### config.mk
export PLATFORM = sky130hd
export DESIGN_NAME = csr_manager
export DESIGN_NICKNAME = d
export VERILOG_FILES = /design/src/logic/csr_pkg.sv /design/src/logic/mmio_decode.sv /design/src/logic/req_fifo.sv /design/src/logic/stat_counters.sv /design/src/logic/csr_store.sv /design/src/logic/csr_sequencer.sv /design/src/logic/mmio_read_response.sv /design/src/logic/csr_manager.sv
export VERILOG_INCLUDE_DIRS = /design/src /design/src/logic
export SDC_FILE = /design/constraint.sdc
export NUM_CORES = 2
export LEC_CHECK = 0
export ABC_CLOCK_PERIOD_IN_PS = 6100
export BUFFER_PORTS_ARGS = -buffer_cell sky130_fd_sc_hd__buf_4
export CAP_MARGIN = 20
export CORE_ASPECT_RATIO = 1.5
export CORE_UTILIZATION = 40
export DETAILED_ROUTE_END_ITERATION = 7
export PLACE_DENSITY_LB_ADDON = 0.2
export SKIP_LAST_GASP = 1
export SYNTH_ARGS = -nofsm -noshare
export SYNTH_HDL_FRONTEND = slang
export SYNTH_HIERARCHICAL = 1
export SYNTH_SLANG_ARGS = --single-unit
### constraint.sdc
create_clock -name clk -period 6.1 [get_ports clk]
set_input_delay 1.22 -clock clk [delete_from_list [all_inputs] [get_ports clk]]
set_output_delay 1.22 -clock clk [all_outputs]
set_load 0.1 [all_outputs]
### src/logic/csr_settings.svh
// Address map, register offsets, widths and feature identity of the CSR manager
`ifndef CSR_SETTINGS_SVH
`define CSR_SETTINGS_SVH

// Host MMIO window, byte addressed, 32 words of 64 bits
`define CSR_BASE_ADDR            'h1000
`define CSR_WINDOW_BYTES         256

// Feature header and UID words
`define CSR_OFF_DFH              'h00
`define CSR_OFF_ID_L             'h08
`define CSR_OFF_ID_H             'h10

// Host write registers
`define CSR_OFF_MODE             'h18
`define CSR_OFF_PT_BASE          'h20

// Statistics totals
`define CSR_OFF_STAT_4K_HIT      'h28
`define CSR_OFF_STAT_4K_MISS     'h30
`define CSR_OFF_STAT_2M_HIT      'h38
`define CSR_OFF_STAT_2M_MISS     'h40
`define CSR_OFF_STAT_WALK_BUSY   'h48

// Intermediate counters and flush period
`define STAT_CNT_WIDTH           16
`define STAT_PERIOD_LOG2         10
`define NUM_STATS                5

// Host side
`define REQ_FIFO_DEPTH           64
`define TID_WIDTH                9
// Counted in 4-byte units
`define MMIO_ADDR_WIDTH          16

// Feature identity, next of zero ends the feature list
`define FEATURE_UID              128'h3f6d2a91_5c07_4be2_9a18_d04e7b6c2f55
`define FEATURE_ID               1
`define FEATURE_NEXT             0

`endif

### src/logic/csr_pkg.sv
// Request, response, event, mode, statistics and feature header types
`include "csr_settings.svh"

package csr_pkg;

    // Index of a 64-bit word in the CSR store
    typedef logic [4:0] csr_offset_t;

    // Host address in 4-byte units
    typedef logic [`MMIO_ADDR_WIDTH-1:0] mmio_addr_t;

    typedef struct packed {
        logic                  wr_valid;
        logic                  rd_valid;
        mmio_addr_t            addr;
        logic [`TID_WIDTH-1:0] tid;
        logic [63:0]           data;
    } mmio_req_t;

    typedef struct packed {
        logic                  valid;
        logic [`TID_WIDTH-1:0] tid;
        logic [63:0]           data;
    } mmio_rsp_t;

    // Translation mode register, full 64-bit CSR word
    typedef struct packed {
        logic [61:0] rsvd;
        logic        inval_cache;
        logic        enabled;
    } vtp_mode_t;

    // One-cycle event strobes from the translation block
    typedef struct packed {
        logic hit_4k_c0;
        logic hit_4k_c1;
        logic miss_4k;
        logic hit_2m_c0;
        logic hit_2m_c1;
        logic miss_2m;
        logic walk_busy;
    } vtp_events_t;

    typedef logic [`STAT_CNT_WIDTH-1:0] stat_cnt_t;

    // One statistic, store word and count to add
    typedef struct packed {
        csr_offset_t offset;
        stat_cnt_t   count;
    } stat_entry_t;

    typedef stat_entry_t [0:`NUM_STATS-1] stat_vec_t;

    // Pending host read
    typedef struct packed {
        csr_offset_t           offset;
        logic [`TID_WIDTH-1:0] tid;
    } rd_req_t;

    // Device feature header word
    typedef struct packed {
        logic [3:0]  ftype;
        logic [18:0] rsvd;
        logic        eol;
        logic [23:0] next;
        logic [3:0]  version;
        logic [11:0] id;
    } feature_header_t;

endpackage

### src/logic/mmio_decode.sv
// Decode stage for host MMIO requests
// Write registers and the push of in-window reads
`timescale 1ns/1ns
`include "csr_settings.svh"

module mmio_decode
    import csr_pkg::*;
(
    input  logic        clk,
    input  logic        reset,
    input  mmio_req_t   mmio_req,
    output vtp_mode_t   vtp_mode,
    output logic [63:0] page_table_base,
    output logic        page_table_base_valid,
    output logic        rd_push,
    output rd_req_t     rd_push_data
);

    // Window limits and write targets in 4-byte units
    localparam mmio_addr_t WIN_LO  = mmio_addr_t'(`CSR_BASE_ADDR >> 2);
    localparam mmio_addr_t WIN_HI  = mmio_addr_t'((`CSR_BASE_ADDR + `CSR_WINDOW_BYTES) >> 2);
    localparam mmio_addr_t MODE_A  = mmio_addr_t'((`CSR_BASE_ADDR + `CSR_OFF_MODE) >> 2);
    localparam mmio_addr_t PT_A    = mmio_addr_t'((`CSR_BASE_ADDR + `CSR_OFF_PT_BASE) >> 2);

    mmio_req_t  req_q;
    logic       in_window;
    logic       mode_wr;
    logic       pt_wr;
    mmio_addr_t addr_off;

    // Input register, only the strobes need clearing
    always_ff @(posedge clk)
    begin
        req_q <= mmio_req;
        if (reset)
        begin
            req_q.wr_valid <= 1'b0;
            req_q.rd_valid <= 1'b0;
        end
    end

    assign in_window = (req_q.addr >= WIN_LO) && (req_q.addr < WIN_HI);
    assign mode_wr   = req_q.wr_valid && (req_q.addr == MODE_A);
    assign pt_wr     = req_q.wr_valid && (req_q.addr == PT_A);

    // Offset from the base, still in 4-byte units
    assign addr_off  = req_q.addr - WIN_LO;

    always_ff @(posedge clk)
    begin
        if (reset)
        begin
            vtp_mode              <= '0;
            page_table_base_valid <= 1'b0;
            rd_push               <= 1'b0;
        end
        else
        begin
            rd_push <= req_q.rd_valid && in_window;

            if (mode_wr)
            begin
                vtp_mode <= vtp_mode_t'(req_q.data);
            end
            else
            begin
                // Cache invalidate is a single-cycle request
                vtp_mode.inval_cache <= 1'b0;
            end

            // Sticky once the host has given a table
            if (pt_wr)
            begin
                page_table_base_valid <= 1'b1;
            end
        end
    end

    always_ff @(posedge clk)
    begin
        if (pt_wr)
        begin
            page_table_base <= req_q.data;
        end
        // Drop the low bit to get a 64-bit word index
        rd_push_data.offset <= csr_offset_t'(addr_off >> 1);
        rd_push_data.tid    <= req_q.tid;
    end

endmodule

### src/logic/req_fifo.sv
// FIFO for any payload type, no back-pressure toward the writer
`timescale 1ns/1ns

module req_fifo
#(
    parameter type payload_t = logic [7:0],
    parameter int  DEPTH     = 64
)
(
    input  logic     clk,
    input  logic     reset,
    input  logic     push,
    input  payload_t push_data,
    input  logic     pop,
    output payload_t head,
    output logic     not_empty
);

    localparam int PTR_W = $clog2(DEPTH);

    payload_t         mem [DEPTH];
    logic [PTR_W-1:0] wr_ptr;
    logic [PTR_W-1:0] rd_ptr;
    logic [PTR_W:0]   count;

    // Storage
    always_ff @(posedge clk)
    begin
        if (push)
        begin
            mem[wr_ptr] <= push_data;
        end
    end

    // Pointers wrap at DEPTH
    always_ff @(posedge clk)
    begin
        if (reset)
        begin
            wr_ptr <= '0;
            rd_ptr <= '0;
            count  <= '0;
        end
        else
        begin
            if (push)
            begin
                wr_ptr <= (wr_ptr == PTR_W'(DEPTH - 1)) ? '0 : wr_ptr + 1'b1;
            end
            if (pop)
            begin
                rd_ptr <= (rd_ptr == PTR_W'(DEPTH - 1)) ? '0 : rd_ptr + 1'b1;
            end
            // Level only moves when one side acts alone
            case ({push, pop})
                2'b10:   count <= count + 1'b1;
                2'b01:   count <= count - 1'b1;
                default: count <= count;
            endcase
        end
    end

    assign head      = mem[rd_ptr];
    assign not_empty = (count != '0);

endmodule

### src/logic/stat_counters.sv
// Translation event counters with periodic flush toward the sequencer
`timescale 1ns/1ns
`include "csr_settings.svh"

module stat_counters
    import csr_pkg::*;
(
    input  logic        clk,
    input  logic        reset,
    input  vtp_events_t events,
    input  logic        upd_ready,
    output logic        upd_en,
    output stat_vec_t   upd_vec
);

    // Store word of each statistic, in flush order
    localparam csr_offset_t STAT_OFF [`NUM_STATS] = '{
        csr_offset_t'(`CSR_OFF_STAT_4K_HIT >> 3),
        csr_offset_t'(`CSR_OFF_STAT_4K_MISS >> 3),
        csr_offset_t'(`CSR_OFF_STAT_2M_HIT >> 3),
        csr_offset_t'(`CSR_OFF_STAT_2M_MISS >> 3),
        csr_offset_t'(`CSR_OFF_STAT_WALK_BUSY >> 3)
    };

    logic [`STAT_PERIOD_LOG2:0] period_cnt;
    logic [1:0]                 incr [`NUM_STATS];
    stat_cnt_t                  cnt  [`NUM_STATS];

    // ==================================================
    // Flush timing
    // ==================================================

    // Top bit set means a flush is due, retried until the sequencer is idle
    always_ff @(posedge clk)
    begin
        if (reset || upd_en)
        begin
            period_cnt <= '0;
        end
        else
        begin
            period_cnt <= period_cnt + 1'b1;
        end
    end

    assign upd_en = period_cnt[`STAT_PERIOD_LOG2] && upd_ready;

    // ==================================================
    // Event counting
    // ==================================================

    // Register the events first, hits sum both channels
    always_ff @(posedge clk)
    begin
        if (reset)
        begin
            for (int i = 0; i < `NUM_STATS; i++)
            begin
                incr[i] <= 2'd0;
            end
        end
        else
        begin
            incr[0] <= 2'(events.hit_4k_c0) + 2'(events.hit_4k_c1);
            incr[1] <= 2'(events.miss_4k);
            incr[2] <= 2'(events.hit_2m_c0) + 2'(events.hit_2m_c1);
            incr[3] <= 2'(events.miss_2m);
            incr[4] <= 2'(events.walk_busy);
        end
    end

    // A flush restarts from zero but keeps this cycle's increment
    always_ff @(posedge clk)
    begin
        for (int i = 0; i < `NUM_STATS; i++)
        begin
            if (reset)
            begin
                cnt[i] <= '0;
            end
            else
            begin
                cnt[i] <= (upd_en ? stat_cnt_t'(0) : cnt[i]) + stat_cnt_t'(incr[i]);
            end
        end
    end

    always_comb
    begin
        for (int i = 0; i < `NUM_STATS; i++)
        begin
            upd_vec[i].offset = STAT_OFF[i];
            upd_vec[i].count  = cnt[i];
        end
    end

endmodule

### src/logic/csr_store.sv
// CSR word memory with preloaded feature header and UID
// Reads hold the address two cycles before the value is valid
`timescale 1ns/1ns
`include "csr_settings.svh"

module csr_store
    import csr_pkg::*;
(
    input  logic        clk,
    input  logic        reset,
    input  logic        rd_en,
    input  csr_offset_t rd_idx,
    output logic        rd_ready,
    output logic [63:0] rd_data,
    output logic        rd_valid,
    input  logic        wr_en,
    input  csr_offset_t wr_idx,
    input  logic [63:0] wr_data
);

    localparam int CSR_WORDS = `CSR_WINDOW_BYTES / 8;

    localparam logic [127:0] UID = `FEATURE_UID;

    // End of list points past the window, otherwise to the next feature
    localparam feature_header_t FEATURE_DFH = '{
        ftype:   4'd2,
        rsvd:    19'd0,
        eol:     (`FEATURE_NEXT == 0),
        next:    (`FEATURE_NEXT == 0) ? 24'(`CSR_WINDOW_BYTES)
                                      : 24'(`FEATURE_NEXT - `CSR_BASE_ADDR),
        version: 4'd0,
        id:      12'(`FEATURE_ID)
    };

    logic [63:0] mem [0:CSR_WORDS-1];
    logic [1:0]  rd_active;
    csr_offset_t rd_addr;

    // Constant words, statistics start at zero
    initial
    begin
        for (int i = 0; i < CSR_WORDS; i++)
        begin
            mem[i] = '0;
        end
        mem[`CSR_OFF_DFH >> 3]  = FEATURE_DFH;
        mem[`CSR_OFF_ID_L >> 3] = UID[63:0];
        mem[`CSR_OFF_ID_H >> 3] = UID[127:64];
    end

    // Writes only come in while no read is settling
    always @(posedge clk)
    begin
        if (wr_en)
        begin
            mem[wr_idx] <= wr_data;
        end
    end

    // Two-stage read shift, one read at a time
    always_ff @(posedge clk)
    begin
        if (reset)
        begin
            rd_active <= 2'b00;
        end
        else
        begin
            rd_active <= {rd_active[0], rd_en};
        end
    end

    always_ff @(posedge clk)
    begin
        if (rd_en)
        begin
            rd_addr <= rd_idx;
        end
    end

    assign rd_ready = ~(|rd_active);
    assign rd_valid = rd_active[1];
    assign rd_data  = mem[rd_addr];

endmodule

### src/logic/csr_sequencer.sv
// Execute stage, store read arbitration and statistics folding
`timescale 1ns/1ns
`include "csr_settings.svh"

module csr_sequencer
    import csr_pkg::*;
(
    input  logic                  clk,
    input  logic                  reset,
    input  rd_req_t               rd_head,
    input  logic                  rd_pending,
    output logic                  rd_pop,
    input  logic                  upd_en,
    input  stat_vec_t             upd_vec,
    output logic                  upd_ready,
    output logic                  store_rd_en,
    output csr_offset_t           store_rd_idx,
    input  logic                  store_rd_ready,
    input  logic [63:0]           store_rd_data,
    input  logic                  store_rd_valid,
    output logic                  store_wr_en,
    output csr_offset_t           store_wr_idx,
    output logic [63:0]           store_wr_data,
    output logic                  rsp_capture,
    output logic [`TID_WIDTH-1:0] rsp_tid
);

    typedef enum logic [1:0] {
        ST_IDLE,
        ST_PROCESS,
        ST_UPDATE,
        ST_WRITEBACK
    } state_t;

    state_t      state;
    stat_vec_t   vec;
    logic        first_pass;
    logic        rd_active;
    logic        host_start;
    logic        stat_start;
    logic [63:0] wr_val;

    // ==================================================
    // Host reads
    // ==================================================

    // Host reads win over statistics
    assign host_start = rd_pending && !rd_active && store_rd_ready;
    assign stat_start = (state == ST_PROCESS) && store_rd_ready && !rd_pending;
    assign rd_pop     = host_start;

    always_ff @(posedge clk)
    begin
        if (reset)
        begin
            rd_active <= 1'b0;
        end
        else if (host_start)
        begin
            rd_active <= 1'b1;
        end
        else if (store_rd_valid)
        begin
            rd_active <= 1'b0;
        end
    end

    // Tag held for the response
    always_ff @(posedge clk)
    begin
        if (host_start)
        begin
            rsp_tid <= rd_head.tid;
        end
    end

    assign rsp_capture  = rd_active && store_rd_valid;
    assign store_rd_en  = host_start || stat_start;
    assign store_rd_idx = host_start ? rd_head.offset : vec[0].offset;

    // ==================================================
    // Statistics read-modify-write
    // ==================================================

    always_ff @(posedge clk)
    begin
        if (reset)
        begin
            state      <= ST_IDLE;
            first_pass <= 1'b1;
        end
        else
        begin
            case (state)
                ST_IDLE:
                    if (upd_en)
                    begin
                        state <= ST_PROCESS;
                    end
                ST_PROCESS:
                    if (stat_start)
                    begin
                        state <= ST_UPDATE;
                    end
                ST_UPDATE:
                    if (store_rd_valid)
                    begin
                        state <= ST_WRITEBACK;
                    end
                default:
                    // Zero offset after the head marks the end of the list
                    if (store_wr_en)
                    begin
                        if (vec[1].offset != csr_offset_t'(0))
                        begin
                            state <= ST_PROCESS;
                        end
                        else
                        begin
                            state      <= ST_IDLE;
                            first_pass <= 1'b0;
                        end
                    end
            endcase
        end
    end

    // Vector latch, sum and shift
    always_ff @(posedge clk)
    begin
        if ((state == ST_IDLE) && upd_en)
        begin
            vec <= upd_vec;
        end
        else if (store_wr_en)
        begin
            for (int s = 0; s < `NUM_STATS - 1; s++)
            begin
                vec[s] <= vec[s + 1];
            end
            vec[`NUM_STATS-1] <= '0;
        end

        // First pass overwrites whatever the bucket held
        if ((state == ST_UPDATE) && store_rd_valid)
        begin
            wr_val <= first_pass ? 64'(vec[0].count) : store_rd_data + 64'(vec[0].count);
        end
    end

    assign upd_ready     = (state == ST_IDLE);
    assign store_wr_en   = (state == ST_WRITEBACK) && store_rd_ready;
    assign store_wr_idx  = vec[0].offset;
    assign store_wr_data = wr_val;

endmodule

### src/logic/mmio_read_response.sv
// Result stage, one-cycle host read response
`timescale 1ns/1ns
`include "csr_settings.svh"

module mmio_read_response
    import csr_pkg::*;
(
    input  logic                  clk,
    input  logic                  reset,
    input  logic                  capture,
    input  logic [`TID_WIDTH-1:0] tid,
    input  logic [63:0]           data,
    output mmio_rsp_t             mmio_rsp
);

    logic                  rsp_valid;
    logic [`TID_WIDTH-1:0] rsp_tid;
    logic [63:0]           rsp_data;

    // Valid for exactly the cycle after the capture
    always_ff @(posedge clk)
    begin
        if (reset)
        begin
            rsp_valid <= 1'b0;
        end
        else
        begin
            rsp_valid <= capture;
        end
    end

    // Store value is only good in the capture cycle
    always_ff @(posedge clk)
    begin
        if (capture)
        begin
            rsp_tid  <= tid;
            rsp_data <= data;
        end
    end

    assign mmio_rsp = '{valid: rsp_valid, tid: rsp_tid, data: rsp_data};

endmodule

### src/logic/csr_manager.sv
// CSR manager top level, decode, queue, sequencer, store and response
`timescale 1ns/1ns
`include "csr_settings.svh"

module csr_manager
    import csr_pkg::*;
(
    input  logic        clk,
    input  logic        reset,
    input  mmio_req_t   mmio_req,
    input  vtp_events_t events,
    output mmio_rsp_t   mmio_rsp,
    output vtp_mode_t   vtp_mode,
    output logic [63:0] page_table_base,
    output logic        page_table_base_valid
);

    // Read queue
    logic    rd_push;
    rd_req_t rd_push_data;
    rd_req_t rd_head;
    logic    rd_pending;
    logic    rd_pop;

    // Statistics flush
    logic      upd_en;
    logic      upd_ready;
    stat_vec_t upd_vec;

    // Store ports
    logic        store_rd_en;
    csr_offset_t store_rd_idx;
    logic        store_rd_ready;
    logic [63:0] store_rd_data;
    logic        store_rd_valid;
    logic        store_wr_en;
    csr_offset_t store_wr_idx;
    logic [63:0] store_wr_data;

    // Response handoff
    logic                  rsp_capture;
    logic [`TID_WIDTH-1:0] rsp_tid;

    mmio_decode i_decode (
        .clk, .reset, .mmio_req, .vtp_mode, .page_table_base,
        .page_table_base_valid, .rd_push, .rd_push_data
    );

    req_fifo #(
        .payload_t (rd_req_t),
        .DEPTH     (`REQ_FIFO_DEPTH)
    ) i_req_fifo (
        .clk, .reset,
        .push      (rd_push),
        .push_data (rd_push_data),
        .pop       (rd_pop),
        .head      (rd_head),
        .not_empty (rd_pending)
    );

    stat_counters i_stats (
        .clk, .reset, .events, .upd_ready, .upd_en, .upd_vec
    );

    csr_store i_store (
        .clk, .reset,
        .rd_en    (store_rd_en),
        .rd_idx   (store_rd_idx),
        .rd_ready (store_rd_ready),
        .rd_data  (store_rd_data),
        .rd_valid (store_rd_valid),
        .wr_en    (store_wr_en),
        .wr_idx   (store_wr_idx),
        .wr_data  (store_wr_data)
    );

    csr_sequencer i_sequencer (
        .clk, .reset, .rd_head, .rd_pending, .rd_pop, .upd_en, .upd_vec, .upd_ready,
        .store_rd_en, .store_rd_idx, .store_rd_ready, .store_rd_data, .store_rd_valid,
        .store_wr_en, .store_wr_idx, .store_wr_data, .rsp_capture, .rsp_tid
    );

    mmio_read_response i_response (
        .clk, .reset,
        .capture  (rsp_capture),
        .tid      (rsp_tid),
        .data     (store_rd_data),
        .mmio_rsp
    );

endmodule

Yosys cells after proc, flatten, opt, wreduce, memory -nomap -nowiden. Memories as Yosys holds them, arrays and structs flattened. A register that Yosys moved wholly into a read port is not among the register bits. Cells that the tools add are included.

Add/subtract/negate cells: 14. Bitwise operators: 14. Mux-type cells: 39. Reduce and logical (&&, ||, !) cells: 29. Order comparisons: 2. Equal/unequal tests: 12.

Operators by type and width (number): 2-to-1 mux 100 bit (2); 2-to-1 mux 16 bit (11); adder 16 x 2 -> 16 bit (5); adder 64 x 16 -> 64 bit (1); equality test 16 x 11 -> 1 bit, second input constant (2); 2-to-1 mux 6 bit (4); 2-to-1 mux 2 bit (9); greater-or-equal comparator 16 x 11 -> 1 bit, second input constant (1); < comparator 16 x 11 -> 1 bit, second input constant (1); one-hot mux 7 bit (2 select lines) (1); logical AND 1 bit (13); adder 6 x 1 -> 6 bit, second input constant (2); equality test 6 bit, second input constant (2); adder 11 x 1 -> 11 bit, second input constant (1); 2-to-1 mux 1 bit (10); OR 1 bit (10); adder 7 x 1 -> 7 bit, second input constant (1); nonzero test 7 bit (1); subtractor 7 x 1 -> 7 bit, second input constant (1); equality test 2 bit, second input constant (3); one-hot mux 2 bit (3 select lines) (1); nonzero test 2 bit (3); subtractor 6 x 1 -> 6 bit, second input constant (1); nonzero test 5 bit (1); other kinds (14) (23).

Logic and storage cells: 153. Memories: 4. Register bits after elaboration: 519. RAM bits: 3034. Output and inout port bits: 203.

Memory list: i_store.mem (words 32, bits a word 64, read ports 1, clocked after Yosys merged registers in 0, write ports 1, line csr_store.sv:36) `logic [63:0] mem [0:CSR_WORDS-1];`; i_req_fifo.mem (words 64, bits a word 14, read ports 1, clocked after Yosys merged registers in 1, write ports 1, line req_fifo.sv:21) `payload_t mem [DEPTH];`; i_stats.cnt (words 5, bits a word 16, read ports 5, clocked after Yosys merged registers in 0, write ports 5, line stat_counters.sv:27) `` stat_cnt_t cnt [`NUM_STATS]; ``; i_stats.incr (words 5, bits a word 2, read ports 5, clocked after Yosys merged registers in 0, write ports 5, line stat_counters.sv:26) `` logic [1:0] incr [`NUM_STATS]; ``.

Depth between registers and ports, before layout.
Depth in word-level cells: 6. Gate-level depth with buffers: 18. Depth with buffers taken out: 13.

By module. The synthesis kept the hierarchy.

By module, submodules not included: csr_store (cells each 3064, instances 1, area each 78121.2 um^2); req_fifo (cells each 1659, instances 1, area each 35783.1 um^2); csr_sequencer (cells each 774, instances 1, area each 9566.7 um^2); mmio_decode (cells each 460, instances 1, area each 7131.8 um^2); stat_counters (cells each 522, instances 1, area each 4551.9 um^2); mmio_read_response (cells each 76, instances 1, area each 2233.4 um^2).

Worst setup path after synthesis. OpenSTA, ideal clock, no wires.

Path type: reg-to-reg. From: register i_decode/req_q[87] (netlist name). To: register i_decode.page_table_base[0] (enable). Data arrival time: 4.418 ns. Path slack: 1.158 ns. Stages on the path, launching flop included: 4. Setup time: 0.524 ns. Required time: 5.576 ns. Cell sequence: dfxtp_1 -> nor4_4 -> nand4_1 -> nor4b_2.

Cells in the longest elaborated chain, start to end: 2.

Ends and longest elaborated chain: start, declared (line mmio_decode.sv:25) `mmio_req_t req_q;`; start signal, assigned (line mmio_decode.sv:34) `req_q <= mmio_req;`; equality test 16 x 11 -> 1 bit (line mmio_decode.sv:44) `assign pt_wr = req_q.wr_valid && (req_q.addr == PT_A);`; logical AND 1 bit (line mmio_decode.sv:44); named net i_decode.pt_wr (line mmio_decode.sv:28) `logic pt_wr;`; end signal, assigned (line mmio_decode.sv:83) `page_table_base <= req_q.data;`; end, declared (line mmio_decode.sv:13) `output logic [63:0] page_table_base,`.

The timed path passes the listed nets, and every way through them passes these cells. A chain may end at the register's enable or synchronous reset.

==> impl_metrics.prom <==
# TYPE chip_impl_metric gauge
chip_impl_metric{name="timing_hold_violations_final",unit=""} 0
chip_impl_metric{name="syn-instance-count",unit=""} 6555
chip_impl_metric{name="fillerInstances",unit=""} 28500
chip_impl_metric{name="synth-seq-area-share",unit=""} 0.758
chip_impl_metric{name="synth_async_sr_flop_share",unit=""} 0
chip_impl_metric{name="htreeDepth",unit=""} 5
chip_impl_metric{name="detail-route-antenna-nets",unit=""} 0
chip_impl_metric{name="routed-wl-met2",unit="um"} 194000
chip_impl_info{name="clock_tree_root",value="sky130_fd_sc_hd__clkbuf_16"} 1
chip_impl_metric{name="drc",unit=""} 0
chip_impl_info{name="route.top_layer_used",value="met5"} 1
chip_impl_info{name="most_frequent_cell_after_synthesis",value="sky130_fd_sc_hd__edfxtp_1"} 1
chip_impl_metric{name="cts_inserted_buffers",unit=""} 352
chip_impl_info{name="crit_path_kind",value="reg -> reg"} 1
chip_impl_metric{name="detailroute.wirelength.met3",unit="um"} 20900
chip_impl_info{name="hp_class",value="reg -> reg"} 1
chip_impl_metric{name="holdWs",unit="ps"} 326
chip_impl_metric{name="synth_largest_type_area_fraction",unit=""} 0.713
chip_impl_metric{name="grt_pass1_wl",unit="um"} 517000
chip_impl_metric{name="post_route_cells_drive_above_1_share",unit=""} 0.297
chip_impl_info{name="most_frequently_used_flop_master_after_synthesis",value="sky130_fd_sc_hd__edfxtp_1"} 1
chip_impl_metric{name="worst_slew_pin_tran",unit="ps"} 1130
chip_impl_metric{name="routed-via-count",unit=""} 67000
chip_impl_info{name="cp-end-kind",value="register"} 1
chip_impl_metric{name="postRouteWirelength",unit="um"} 364000
chip_impl_metric{name="multi_input_comb_area",unit="um2"} 31600
chip_impl_metric{name="die_height",unit="um"} 720
chip_impl_metric{name="dp_hpwl",unit="um"} 196000
chip_impl_metric{name="floorplan.die_area",unit="um2"} 346000
chip_impl_info{name="critical_path.startpoint_type",value="register"} 1
chip_impl_metric{name="seq_area",unit="um2"} 104000
chip_impl_metric{name="yosysWarningCount",unit=""} 6
chip_impl_metric{name="maximum_ir_drop_on_the_vdd_rail",unit="mV"} 0.280
chip_impl_metric{name="power.leakage",unit="uW"} 0.0493
chip_impl_metric{name="detail_route.iter0.violations",unit=""} 6447
chip_impl_metric{name="max_freq",unit="MHz"} 192
chip_impl_info{name="cpMostUsedCell",value="sky130_fd_sc_hd__buf_4"} 1
chip_impl_info{name="post-synth-top-area-cell",value="sky130_fd_sc_hd__edfxtp_1"} 1
chip_impl_info{name="cpMaxStageDelayCell",value="sky130_fd_sc_hd__o31ai_4"} 1
chip_impl_metric{name="post-place-cells",unit=""} 11200
chip_impl_metric{name="rows",unit=""} 263
chip_impl_metric{name="routedWlPerCell",unit="um"} 30.7
chip_impl_metric{name="timing.setup.tns",unit="ps"} 0
chip_impl_metric{name="cellPowerDensity",unit="nW/um2"} 410
chip_impl_info{name="status",value="complete, no violations"} 1
chip_impl_metric{name="synth_enable_flop_cells",unit=""} 3264
chip_impl_metric{name="arrival",unit="ps"} 5840
chip_impl_metric{name="critPathRequiredTime",unit="ps"} 6730
chip_impl_metric{name="grt_pass1_vias",unit=""} 69600
chip_impl_info{name="setup_repair_after_global_routing_missed_its_margin",value="no"} 1
chip_impl_info{name="cts_tree",value="yes"} 1
chip_impl_metric{name="clkSinkCount",unit=""} 3570
chip_impl_metric{name="flow.area_growth_from_synthesis",unit="%"} 14.7
chip_impl_metric{name="drt_first_pass_iters",unit=""} 5
chip_impl_metric{name="timing.max_cap.violations",unit=""} 0
chip_impl_metric{name="share_of_the_cycle_needed_by_the_critical_path_after_routing",unit=""} 0.854
chip_impl_info{name="crit_family",value="compound AO/OA/AOI/OAI gates"} 1
chip_impl_metric{name="clk_pin_slew_worst_paths",unit="ps"} 70
chip_impl_metric{name="setup_violations",unit=""} 0
chip_impl_metric{name="mappedNetlistArea",unit="um2"} 137000
chip_impl_metric{name="timing_max_transition_violations_final",unit=""} 0
chip_impl_info{name="worstPathCellList",value="buf_4, mux4_2, mux2_2, o22ai_1, a221oi_1, ha_1, a211o_1, a221oi_4, o2bb2ai_4, o31ai_4, buf_4, or3_1, a21oi_1"} 1
chip_impl_metric{name="initial_antenna_violation_count",unit=""} 6
chip_impl_metric{name="fin_util",unit=""} 0.461
chip_impl_metric{name="finish.net_count",unit=""} 7207
chip_impl_metric{name="cp.buffers_inverters",unit=""} 2
chip_impl_metric{name="gp_congestion",unit=""} 0.827
chip_impl_metric{name="synthesis.area_per_instance",unit="um2"} 21.0
chip_impl_info{name="netlist_top_cells_count",value="sky130_fd_sc_hd__edfxtp_1 (3264), sky130_fd_sc_hd__mux4_2 (832), sky130_fd_sc_hd__dfxtp_1 (306), sky130_fd_sc_hd__nor2_1 (244), sky130_fd_sc_hd__mux2_2 (181)"} 1
chip_impl_metric{name="worstSkewPairLatency",unit="ps"} 930
chip_impl_metric{name="worst_clock_skew_on_the_final_layout",unit="ps"} 78.1
chip_impl_info{name="synth_top_cells_by_area",value="sky130_fd_sc_hd__edfxtp_1 (71%), sky130_fd_sc_hd__mux4_2 (14%), sky130_fd_sc_hd__dfxtp_1 (4.5%)"} 1
chip_impl_metric{name="cp_slowest_stage_delay",unit="ps"} 750
chip_impl_metric{name="chipWidth",unit="um"} 481
chip_impl_metric{name="io_pins",unit=""} 303
chip_impl_metric{name="final_cells",unit=""} 11800
chip_impl_metric{name="grt_usage",unit=""} 0.209
chip_impl_metric{name="power_total",unit="uW"} 64700
chip_impl_metric{name="max_fo_critical_path",unit=""} 19
chip_impl_metric{name="wire_length_the_detailed_router_placed_on_met1",unit="um"} 139000
chip_impl_metric{name="cts-resized-gates",unit=""} 0
chip_impl_metric{name="postSynthRegisterBits",unit=""} 3570
chip_impl_metric{name="routed_via_density",unit=""} 5.65
chip_impl_metric{name="pin_count_of_the_biggest_net_entering_global_routing",unit=""} 137
chip_impl_metric{name="floorplan.initialDensity",unit=""} 0.402
chip_impl_metric{name="io_buffer_count",unit=""} 302
chip_impl_metric{name="grt_remaining_overflow",unit=""} 0
chip_impl_metric{name="core_region_area",unit="um2"} 342000
chip_impl_metric{name="layout_min_cycle_time",unit="ps"} 5210
chip_impl_metric{name="number_of_hold_buffers_added_after_cts",unit=""} 0
chip_impl_metric{name="timing.max_slew.rel_slack",unit=""} 0.244
chip_impl_metric{name="clk_buf_depth",unit=""} 4
chip_impl_metric{name="post_cts_buffers",unit=""} 0
chip_impl_metric{name="synth_cell_type_count",unit=""} 94
==> power by group <==
part / total (uW) / switching (uW) / internal (uW)
Sequential: 27300 / 491 / 26800
Combinational: 15500 / 8480 / 7010
Clock: 21800 / 9290 / 12500
Total: 64700 / 18300 / 46400
==> sequential cells by signal, summed over array words and instances (netlist names), 14 cells and up, named ones only <==
| name | count |
|---|---|
| i_decode/page_table_base | 64 |
| i_decode/rd_push_data | 14 |
| i_decode/req_q | 91 |
| i_decode/vtp_mode | 64 |
| i_req_fifo/mem | 896 |
| i_response/rsp_data | 64 |
| i_sequencer/store_wr_data | 64 |
| i_sequencer/vec | 100 |
| i_stats/cnt | 80 |
| i_store/mem | 2048 |
==> per-stage QoR <==
| step | area [um2] | setup slack (ps) |
|---|---|---|
| 4_1_cts | 157000 | 817 |
| 3_3_place_gp | 146000 | 857 |
| 6_report | 158000 | 891 |
| 2_1_floorplan | 137000 | 1160 |
| 3_5_place_dp | 146000 | 813 |
| 5_1_grt | 158000 | 634 |
==> cell usage in the layout, fill, tap and decap left out, drive strengths merged, types with 42 or more instances in the layout <==
cell / n
o21ai: 75
nand2b: 148
nor2: 246
buf: 495
nand2: 145
mux2: 183
edfxtp: 3264
mux4: 832
mux2i: 145
nand3: 62
nor2b: 67
nand4: 42
a21oi: 104
dfxtp: 306
clkinv: 142
clkbuf: 425
inv: 42
==> final timing paths <==
check                              from                                           to  slack [ps]  depth (start not counted)
max                            register  i_sequencer/store_wr_data[24]$_SDFFCE_PP0P_         890                         13
min          i_decode/req_q[72]$_DFF_P_             i_decode/rd_push_data[8]$_DFF_P_         330                          0
max reg2reg                    register  i_sequencer/store_wr_data[24]$_SDFFCE_PP0P_         890                         13
min reg2reg  i_decode/req_q[72]$_DFF_P_             i_decode/rd_push_data[8]$_DFF_P_         330                          0
==> layout make-up <==
type                    instances  area share
clock buffers                 425      0.0601
repair buffers                495      0.0288
well taps                    4505      0.0358
multi-input cells            2616       0.201
diodes                          4   0.0000635
flip-flops and latches       3570       0.661
inverters                      30    0.000715
clock inverters               202      0.0125
==> routing by layer <==
layer,vias to the layer above,GRT usage
met2,2206,0.378
met4,2,0.0563
met1,36400,0.259
li1,27900,-
met3,484,0.0319
met5,-,0
==> logic make-up after synthesis <==
family | count (synthesis) | synth area share
flip-flops | 3570 | 0.758
XOR/XNOR | 73 | 0.00465
AO/OA/AOI/OAI | 392 | 0.0193
buffers and inverters | 392 | 0.0155
multiplexers | 1160 | 0.162
AND/OR/NAND/NOR | 924 | 0.0365
adder cells (fa/ha/maj) | 42 | 0.00399
other | 2 | 0.0000547
No activity file was read; power rests on OpenSTA's default activity.
